$ cat config.mk
export PLATFORM = sky130hd
export DESIGN_NAME = controlFsm_flat
export DESIGN_NICKNAME = d
export VERILOG_FILES = /design/src/design/rvPkg.sv /design/src/design/ctrlIf.sv /design/src/design/controlFsm.sv /design/src/flat_wrapper.sv
export SDC_FILE = /design/constraint.sdc
export NUM_CORES = 1
export LEC_CHECK = 0
export BUFFER_PORTS_ARGS = -buffer_cell sky130_fd_sc_hd__buf_4
export CORE_AREA = 2 2 39 41
export CTS_BUF_LIST = sky130_fd_sc_hd__clkbuf_8 sky130_fd_sc_hd__clkbuf_16
export DETAILED_ROUTE_END_ITERATION = 10
export DIE_AREA = 0 0 41 43
export GPL_TIMING_DRIVEN = 0
export PLACE_DENSITY_LB_ADDON = 0.15
export SYNTH_ARGS = -nofsm -noshare
export SYNTH_HDL_FRONTEND = slang
export SYNTH_SLANG_ARGS = --single-unit
$ cat constraint.sdc
create_clock -name clk -period 2.35 [get_ports clk]
set_clock_uncertainty 0.05 [all_clocks]
set_input_delay 0.3525 -clock clk [delete_from_list [all_inputs] [get_ports clk]]
set_output_delay 0.3525 -clock clk [all_outputs]
set_load 0.01 [all_outputs]
$ cat src/design/rvPkg.sv
/* RV32I multicycle core definitions */

package rvPkg;

	localparam int XLEN = 32;
	localparam int MEM_WORDS = 256;
	localparam int MEM_ADDR_BITS = $clog2(MEM_WORDS);
	localparam int REG_ADDR_BITS = 5;

	// RV32I major opcodes handled by the core
	typedef enum logic [6:0] {
		RType      = 7'b0110011,
		ITypeLogic = 7'b0010011,
		ITypeLoad  = 7'b0000011,
		SType      = 7'b0100011,
		BType      = 7'b1100011,
		JType      = 7'b1101111
	} opcode_t;

	typedef enum logic [3:0] {
		FETCH,
		DECODE,
		EXECUTER,
		EXECUTEI,
		UNCONDJUMP,
		MEMADR,
		MEMREAD,
		MEMWRITE,
		MEMWB,
		ALUWB,
		BRANCHIFEQ
	} fsmState_t;

	typedef enum logic {ADR_PC, ADR_RESULT} adrSrc_t;

	typedef enum logic [1:0] {SRCA_PC, SRCA_OLD_PC, SRCA_RD1} aluSrcA_t;

	typedef enum logic [1:0] {SRCB_RD2, SRCB_IMM_EXT, SRCB_FOUR} aluSrcB_t;

	typedef enum logic [1:0] {RES_ALU_OUT, RES_DATA, RES_ALU_RESULT} resultSrc_t;

	// operation class from the FSM
	typedef enum logic [1:0] {OP_ADD, OP_SUB, OP_RFUNC, OP_IFUNC} aluOp_t;

	typedef enum logic [2:0] {ALU_ADD, ALU_SUB, ALU_AND, ALU_OR, ALU_SLT} aluCtrl_t;

endpackage

$ cat src/design/ctrlIf.sv
/* Control bus, FSM to datapath */

`timescale 1ns/1ps

interface ctrlIf;

	rvPkg::adrSrc_t adrSrc;
	logic irWrite;
	logic regWrite;
	logic memWrite;
	logic pcWrite;
	logic pcUpdate;
	rvPkg::aluSrcA_t aluSrcA;
	rvPkg::aluSrcB_t aluSrcB;
	rvPkg::aluOp_t aluOp;
	rvPkg::resultSrc_t resultSrc;

	modport fsm (
		output adrSrc, irWrite, regWrite, memWrite, pcWrite, pcUpdate,
		output aluSrcA, aluSrcB, aluOp, resultSrc
	);

	modport dp (
		input adrSrc, irWrite, regWrite, memWrite, pcWrite, pcUpdate,
		input aluSrcA, aluSrcB, aluOp, resultSrc
	);

endinterface

$ cat src/design/controlFsm.sv
/* Moore control FSM */

`timescale 1ns/1ps

module controlFsm (
	input logic clk,
	input logic reset,
	input rvPkg::opcode_t opcode,
	input logic zero,
	ctrlIf.fsm ctrl,
	output rvPkg::fsmState_t state
);

	rvPkg::fsmState_t nextState;

	always_ff @(posedge clk) begin
		if (reset)
			state <= rvPkg::FETCH;
		else
			state <= nextState;
	end

	always_comb begin
		nextState = rvPkg::FETCH;
		case (state)
			rvPkg::FETCH: nextState = rvPkg::DECODE;
			rvPkg::DECODE: begin
				case (opcode)
					rvPkg::RType: nextState = rvPkg::EXECUTER;
					rvPkg::ITypeLogic: nextState = rvPkg::EXECUTEI;
					rvPkg::ITypeLoad: nextState = rvPkg::MEMADR;
					rvPkg::SType: nextState = rvPkg::MEMADR;
					rvPkg::BType: nextState = rvPkg::BRANCHIFEQ;
					rvPkg::JType: nextState = rvPkg::UNCONDJUMP;
					// unknown word, skip it
					default: nextState = rvPkg::FETCH;
				endcase
			end
			rvPkg::EXECUTER: nextState = rvPkg::ALUWB;
			rvPkg::EXECUTEI: nextState = rvPkg::ALUWB;
			rvPkg::UNCONDJUMP: nextState = rvPkg::ALUWB;
			rvPkg::MEMADR: begin
				if (opcode == rvPkg::ITypeLoad)
					nextState = rvPkg::MEMREAD;
				else
					nextState = rvPkg::MEMWRITE;
			end
			rvPkg::MEMREAD: nextState = rvPkg::MEMWB;
			default: nextState = rvPkg::FETCH;
		endcase
	end

	always_comb begin
		ctrl.adrSrc = rvPkg::ADR_PC;
		ctrl.irWrite = 1'b0;
		ctrl.regWrite = 1'b0;
		ctrl.memWrite = 1'b0;
		ctrl.pcWrite = 1'b0;
		ctrl.pcUpdate = 1'b0;
		ctrl.aluSrcA = rvPkg::SRCA_RD1;
		ctrl.aluSrcB = rvPkg::SRCB_RD2;
		ctrl.aluOp = rvPkg::OP_ADD;
		ctrl.resultSrc = rvPkg::RES_ALU_OUT;
		case (state)
			rvPkg::FETCH: begin
				// read instruction, pc <= pc + 4
				ctrl.irWrite = 1'b1;
				ctrl.pcWrite = 1'b1;
				ctrl.aluSrcA = rvPkg::SRCA_PC;
				ctrl.aluSrcB = rvPkg::SRCB_FOUR;
				ctrl.resultSrc = rvPkg::RES_ALU_RESULT;
			end
			rvPkg::DECODE: begin
				// branch or jump target into aluOut
				ctrl.aluSrcA = rvPkg::SRCA_OLD_PC;
				ctrl.aluSrcB = rvPkg::SRCB_IMM_EXT;
			end
			rvPkg::EXECUTER: begin
				ctrl.aluOp = rvPkg::OP_RFUNC;
			end
			rvPkg::EXECUTEI: begin
				ctrl.aluSrcB = rvPkg::SRCB_IMM_EXT;
				ctrl.aluOp = rvPkg::OP_IFUNC;
			end
			rvPkg::UNCONDJUMP: begin
				// take target, compute link value
				ctrl.pcUpdate = 1'b1;
				ctrl.aluSrcA = rvPkg::SRCA_OLD_PC;
				ctrl.aluSrcB = rvPkg::SRCB_FOUR;
			end
			rvPkg::MEMADR: begin
				ctrl.aluSrcB = rvPkg::SRCB_IMM_EXT;
			end
			rvPkg::MEMREAD: begin
				ctrl.adrSrc = rvPkg::ADR_RESULT;
			end
			rvPkg::MEMWRITE: begin
				ctrl.adrSrc = rvPkg::ADR_RESULT;
				ctrl.memWrite = 1'b1;
			end
			rvPkg::MEMWB: begin
				ctrl.resultSrc = rvPkg::RES_DATA;
				ctrl.regWrite = 1'b1;
			end
			rvPkg::ALUWB: begin
				ctrl.regWrite = 1'b1;
			end
			rvPkg::BRANCHIFEQ: begin
				ctrl.aluOp = rvPkg::OP_SUB;
				ctrl.pcUpdate = zero;
			end
			default: ;
		endcase
	end

endmodule

$ cat src/flat_wrapper.sv
// flat-port wrapper written by rule: the top's interface ports become plain ports
module controlFsm_flat 
  (clk, reset, opcode, zero, state, ctrl_adrSrc, ctrl_irWrite, ctrl_regWrite, ctrl_memWrite, ctrl_pcWrite, ctrl_pcUpdate, ctrl_aluSrcA, ctrl_aluSrcB, ctrl_aluOp, ctrl_resultSrc);
  ctrlIf ctrl_i ();
  input logic clk;
  input logic reset;
  input rvPkg::opcode_t opcode;
  input logic zero;
  output rvPkg::fsmState_t state;
  output wire logic [$bits(ctrl_i.adrSrc)-1:0] ctrl_adrSrc;
  output wire logic [$bits(ctrl_i.irWrite)-1:0] ctrl_irWrite;
  output wire logic [$bits(ctrl_i.regWrite)-1:0] ctrl_regWrite;
  output wire logic [$bits(ctrl_i.memWrite)-1:0] ctrl_memWrite;
  output wire logic [$bits(ctrl_i.pcWrite)-1:0] ctrl_pcWrite;
  output wire logic [$bits(ctrl_i.pcUpdate)-1:0] ctrl_pcUpdate;
  output wire logic [$bits(ctrl_i.aluSrcA)-1:0] ctrl_aluSrcA;
  output wire logic [$bits(ctrl_i.aluSrcB)-1:0] ctrl_aluSrcB;
  output wire logic [$bits(ctrl_i.aluOp)-1:0] ctrl_aluOp;
  output wire logic [$bits(ctrl_i.resultSrc)-1:0] ctrl_resultSrc;
  assign ctrl_adrSrc = ctrl_i.adrSrc;
  assign ctrl_irWrite = ctrl_i.irWrite;
  assign ctrl_regWrite = ctrl_i.regWrite;
  assign ctrl_memWrite = ctrl_i.memWrite;
  assign ctrl_pcWrite = ctrl_i.pcWrite;
  assign ctrl_pcUpdate = ctrl_i.pcUpdate;
  assign ctrl_aluSrcA = ctrl_i.aluSrcA;
  assign ctrl_aluSrcB = ctrl_i.aluSrcB;
  assign ctrl_aluOp = ctrl_i.aluOp;
  assign ctrl_resultSrc = ctrl_i.resultSrc;
  controlFsm u_core (.clk(clk), .reset(reset), .opcode(opcode), .zero(zero), .ctrl(ctrl_i), .state(state));
endmodule
==> impl.org <==
** Hold path
- HP Class :: in2reg
- Hold Path Sink :: u_core.state[2]$_SDFF_PP0_
- Launch instance of the worst min-delay path :: reset
- Hold path depth :: 3

** Synthesis
- Share of synthesized cell area in and, or, nand and nor gates :: 48.8%
- Flop and latch count out of synthesis :: 4
- Yosys synthesis warning count :: 0
- Number of unique standard cell types used by synthesis :: 30
- The share of synthesized area in the top cell type comes to 19.9%.
- Counting flops with a built-in enable in the synthesized netlist gives 0.
- Async set-reset flop share out of synthesis :: 0%
- Cell types with the largest area share after synthesis :: sky130_fd_sc_hd__dfxtp_1 (20%), sky130_fd_sc_hd__nand2b_1 (9.3%), sky130_fd_sc_hd__a21oi_1 (7.5%)
- Each instance of the synthesized netlist takes up on average 7.46 µm².
- By area, the combinational part of the netlist is dominated by simple AND/OR/NAND/NOR gates.
- The most used flip-flop cell after synthesis is sky130_fd_sc_hd__dfxtp_1.
- Share of cell area taken by muxes after synthesis :: 0%
- Synth top cells by count :: sky130_fd_sc_hd__a21oi_1 (6), sky130_fd_sc_hd__nand2b_1 (6), sky130_fd_sc_hd__dfxtp_1 (4)
- Register area share after synthesis :: 19.9%
- The biggest area contributor in the post-synthesis netlist is sky130_fd_sc_hd__dfxtp_1.
- Post-Syn Instances :: 54
- Summing every instance area after synthesis gives 403 µm².
- The number of nets handed over by synthesis was 64.
- Fraction of the mapped netlist area in compound gates :: 21.4%
- Fraction of synthesized cell area in xor and xnor cells :: 2.17%
- The synthesized netlist devotes 0% of its cell area to adder and majority cells.

** Place
- Detailed placement ended at an HPWL of 840 µm.
- After detailed placement, the design holds a cell count of 97.
- The count of buffers added on input and output ports is 27.
- Final weighted congestion of routability-driven global placement :: 0.753
- Pre-CTS setup slack :: 0.654 ns

** Layout
- The register with the most flip-flops in the layout has 4 of them.
- Layout net count :: 96
- Number of standard cells in the layout, taps in and fillers out :: 100
- Counting flops per register, the top entry is u_core.state.
- The area growth from synthesis to layout is 65.5%.
- 0 antenna diodes ended up in the layout.
- Proportion of layout cells with a drive suffix above 1 :: 40.5%
- Top flop regs :: u_core.state (4)

** Power and ir drop
- In this run the static leakage power is 0.290 nW.
- IR analysis of the VDD net gives a maximum drop of 0.349 mV.
- Power density relative to cell area :: 437 mW/mm²
- Overall Power :: 0.291 mW

** Timing
- Slew at the pin closest to its max-slew limit :: 0.644 ns
- Setup repair after global routing left no endpoint under its margin.
- The max-slew violation total from the final report came to 0.
- In the post-route analysis, the smallest setup slack over all paths is 0.440 ns.
- Derived from the worst setup path, the maximum achievable clock frequency is 0.524 GHz.
- Total setup violations reported at the end of the flow :: 0
- Measured against its own limit, the worst slew margin works out to 56.5%.
- Minimum clock period :: 1.91 ns
- Setup TNS :: 0 ns
- The number of hold violations in the final report was 0.
- Final cycle utilization of the critical path :: 81.3%

** Drt
- The first detailed-routing pass ran for 2 iterations.
- Per-cell via count in the routed design :: 4.88
- The count of nets left with antenna violations once routing finished came out at 0.
- Residual DRC count :: 0
- After detailed routing, the total wire length is 1090 µm.
- Avg WL per Cell :: 10.9 µm
- The first routing iteration left 7 violations.
- Count of vias placed by the detailed router :: 488

** Floorplanning
- Total die area :: 0.00176 mm²
- 28 I/O pins were placed.
- Placeable core area :: 0.00138 mm²
- After floorplanning, the core was divided into 14 placement rows.
- For this configuration, the core starts out at a cell density of 29.1%.
- Die Y-Extent :: 43 µm
- DIE WIDTH :: 41 µm

** Setup path
- Endpoint of the worst register-to-register path :: u_core.state[0]$_SDFF_PP0_
- Data on the critical path is required at its endpoint by 1.95 ns.
- In this run the worst path has a maximum fanout of 10.
- Startpoint types :: register
- Across all register-to-register paths, the minimum setup slack is 0.89 ns.
- Data on the critical path arrives at its endpoint at 1.51 ns.
- The worst setup path is captured at an output pin.
- In this run the critical register-to-register path is launched from u_core.state[3]$_SDFF_PP0_.
- Counting cells, the worst reg-to-reg path comes to 3.
- The critical path is of the reg2out type.

** Global routing
- Initial antenna violation count :: 0
- Maximum number of pins on one net before global-route repair :: 11
- Gr ovfl total :: 0
- The number of global-route vias before repair was 401.
- GRT Resource Usage Total :: 15.0%
- The first global-routing pass estimated 1680 µm of wire.

** Clocking
- TritonCTS built the clock tree.
- After clock tree synthesis, the repair step resized 0 gates.
- The cell sitting at the root of the clock tree is a sky130_fd_sc_hd__clkbuf_8.
- The number of hold buffers added after CTS was 0.
- CTS saw 4 sinks.
- Clock slew at the register clock pins of the worst setup and hold paths :: 0.03 ns
- Max Root-Sink Buffers :: 2
- H-tree depth :: 1
- At the later pin of the worst-skew pair, clock insertion delay measures 0.22 ns.
- Number of buffers created by CTS :: 3
- In this run the post-CTS setup repair buffer count came out at 0.

** Run
- Across the run, the number of max-cap violations was 0.

** Run status
- The run finished with clean final reports.
layer usage:
layer  vias to the layer above  wire, µm  GRT usage [%]
met5                         -         0              0
met4                         0        19           12.0
met3                         2        84           7.85
met2                        18       516           20.9
met1                       206       465           16.0
li1                        262         -              -
worst max-delay path by stage:
stage	startpoint	cells past startpoint	to
global placement	u_core.state[2]$_SDFF_PP0_	4	ctrl_resultSrc[1]
finish	u_core.state[2]$_SDFF_PP0_	4	ctrl_pcWrite
detailed placement	u_core.state[2]$_SDFF_PP0_	4	ctrl_pcWrite
global route	u_core.state[0]$_SDFF_PP0_	4	ctrl_pcWrite
CTS	u_core.state[2]$_SDFF_PP0_	4	ctrl_pcWrite
floorplan	u_core.state[2]$_SDFF_PP0_	3	ctrl_pcWrite
final cells by class:
cell class	instances	area, µm²
Clock buffer	3	41.3
Sequential cell	4	80.1
Timing Repair Buffer	27	203
Tap cell	16	20.0
Fill cell	154	717
Multi-Input combinational cell	44	292
Buffer	6	31.3
worst max-delay path: stages (launching register included):
cell and delay (ns):
sky130_fd_sc_hd__dfxtp_1 0.33, sky130_fd_sc_hd__clkbuf_1 0.21, sky130_fd_sc_hd__nor4_1 0.46, sky130_fd_sc_hd__buf_4 0.18
sky130_fd_sc_hd__buf_4 0.11
report_power, final:
group / leakage (nW) / total (mW) / internal, mW / switching (mW)
Sequential: 0.0326 / 0.0721 / 0.0701 / 0.00201
Combinational: 0.236 / 0.0706 / 0.0397 / 0.0309
Clock: 0.0216 / 0.149 / 0.109 / 0.0392
cell families (layout without fill, tap and decap cells):
logic type / Yosys count / after routing
AND/OR/NAND/NOR: 30 / 30
XOR/XNOR: 1 / 1
buffers and inverters: 6 / 36
flip-flops: 4 / 4
AO/OA/AOI/OAI: 13 / 13
through the flow:
stage          cell area [µm²]  hold WS [ns]  util [%]
5_1_grt                    667         0.475      48.2
3_5_place_dp               626         0.633      45.2
2_1_floorplan              403         0.513         -
4_1_cts                    667         0.438      48.2
3_3_place_gp               626         0.635      45.2
6_report                   667         0.440      48.2
cells in the final DEF, fill, tap and decap left out, types with 2 or more instances in the layout:
cell and count:
sky130_fd_sc_hd__clkbuf_1 3, sky130_fd_sc_hd__nor4bb_1 2, sky130_fd_sc_hd__buf_4 29, sky130_fd_sc_hd__nor2b_1 2
sky130_fd_sc_hd__nor3_1 3, sky130_fd_sc_hd__nand2b_1 6, sky130_fd_sc_hd__clkbuf_8 3, sky130_fd_sc_hd__nor2_1 3
sky130_fd_sc_hd__nand3b_1 2, sky130_fd_sc_hd__a21oi_1 6, sky130_fd_sc_hd__dfxtp_1 4, sky130_fd_sc_hd__nand3_1 2
Note: power is estimated with default switching activity, not from simulation.
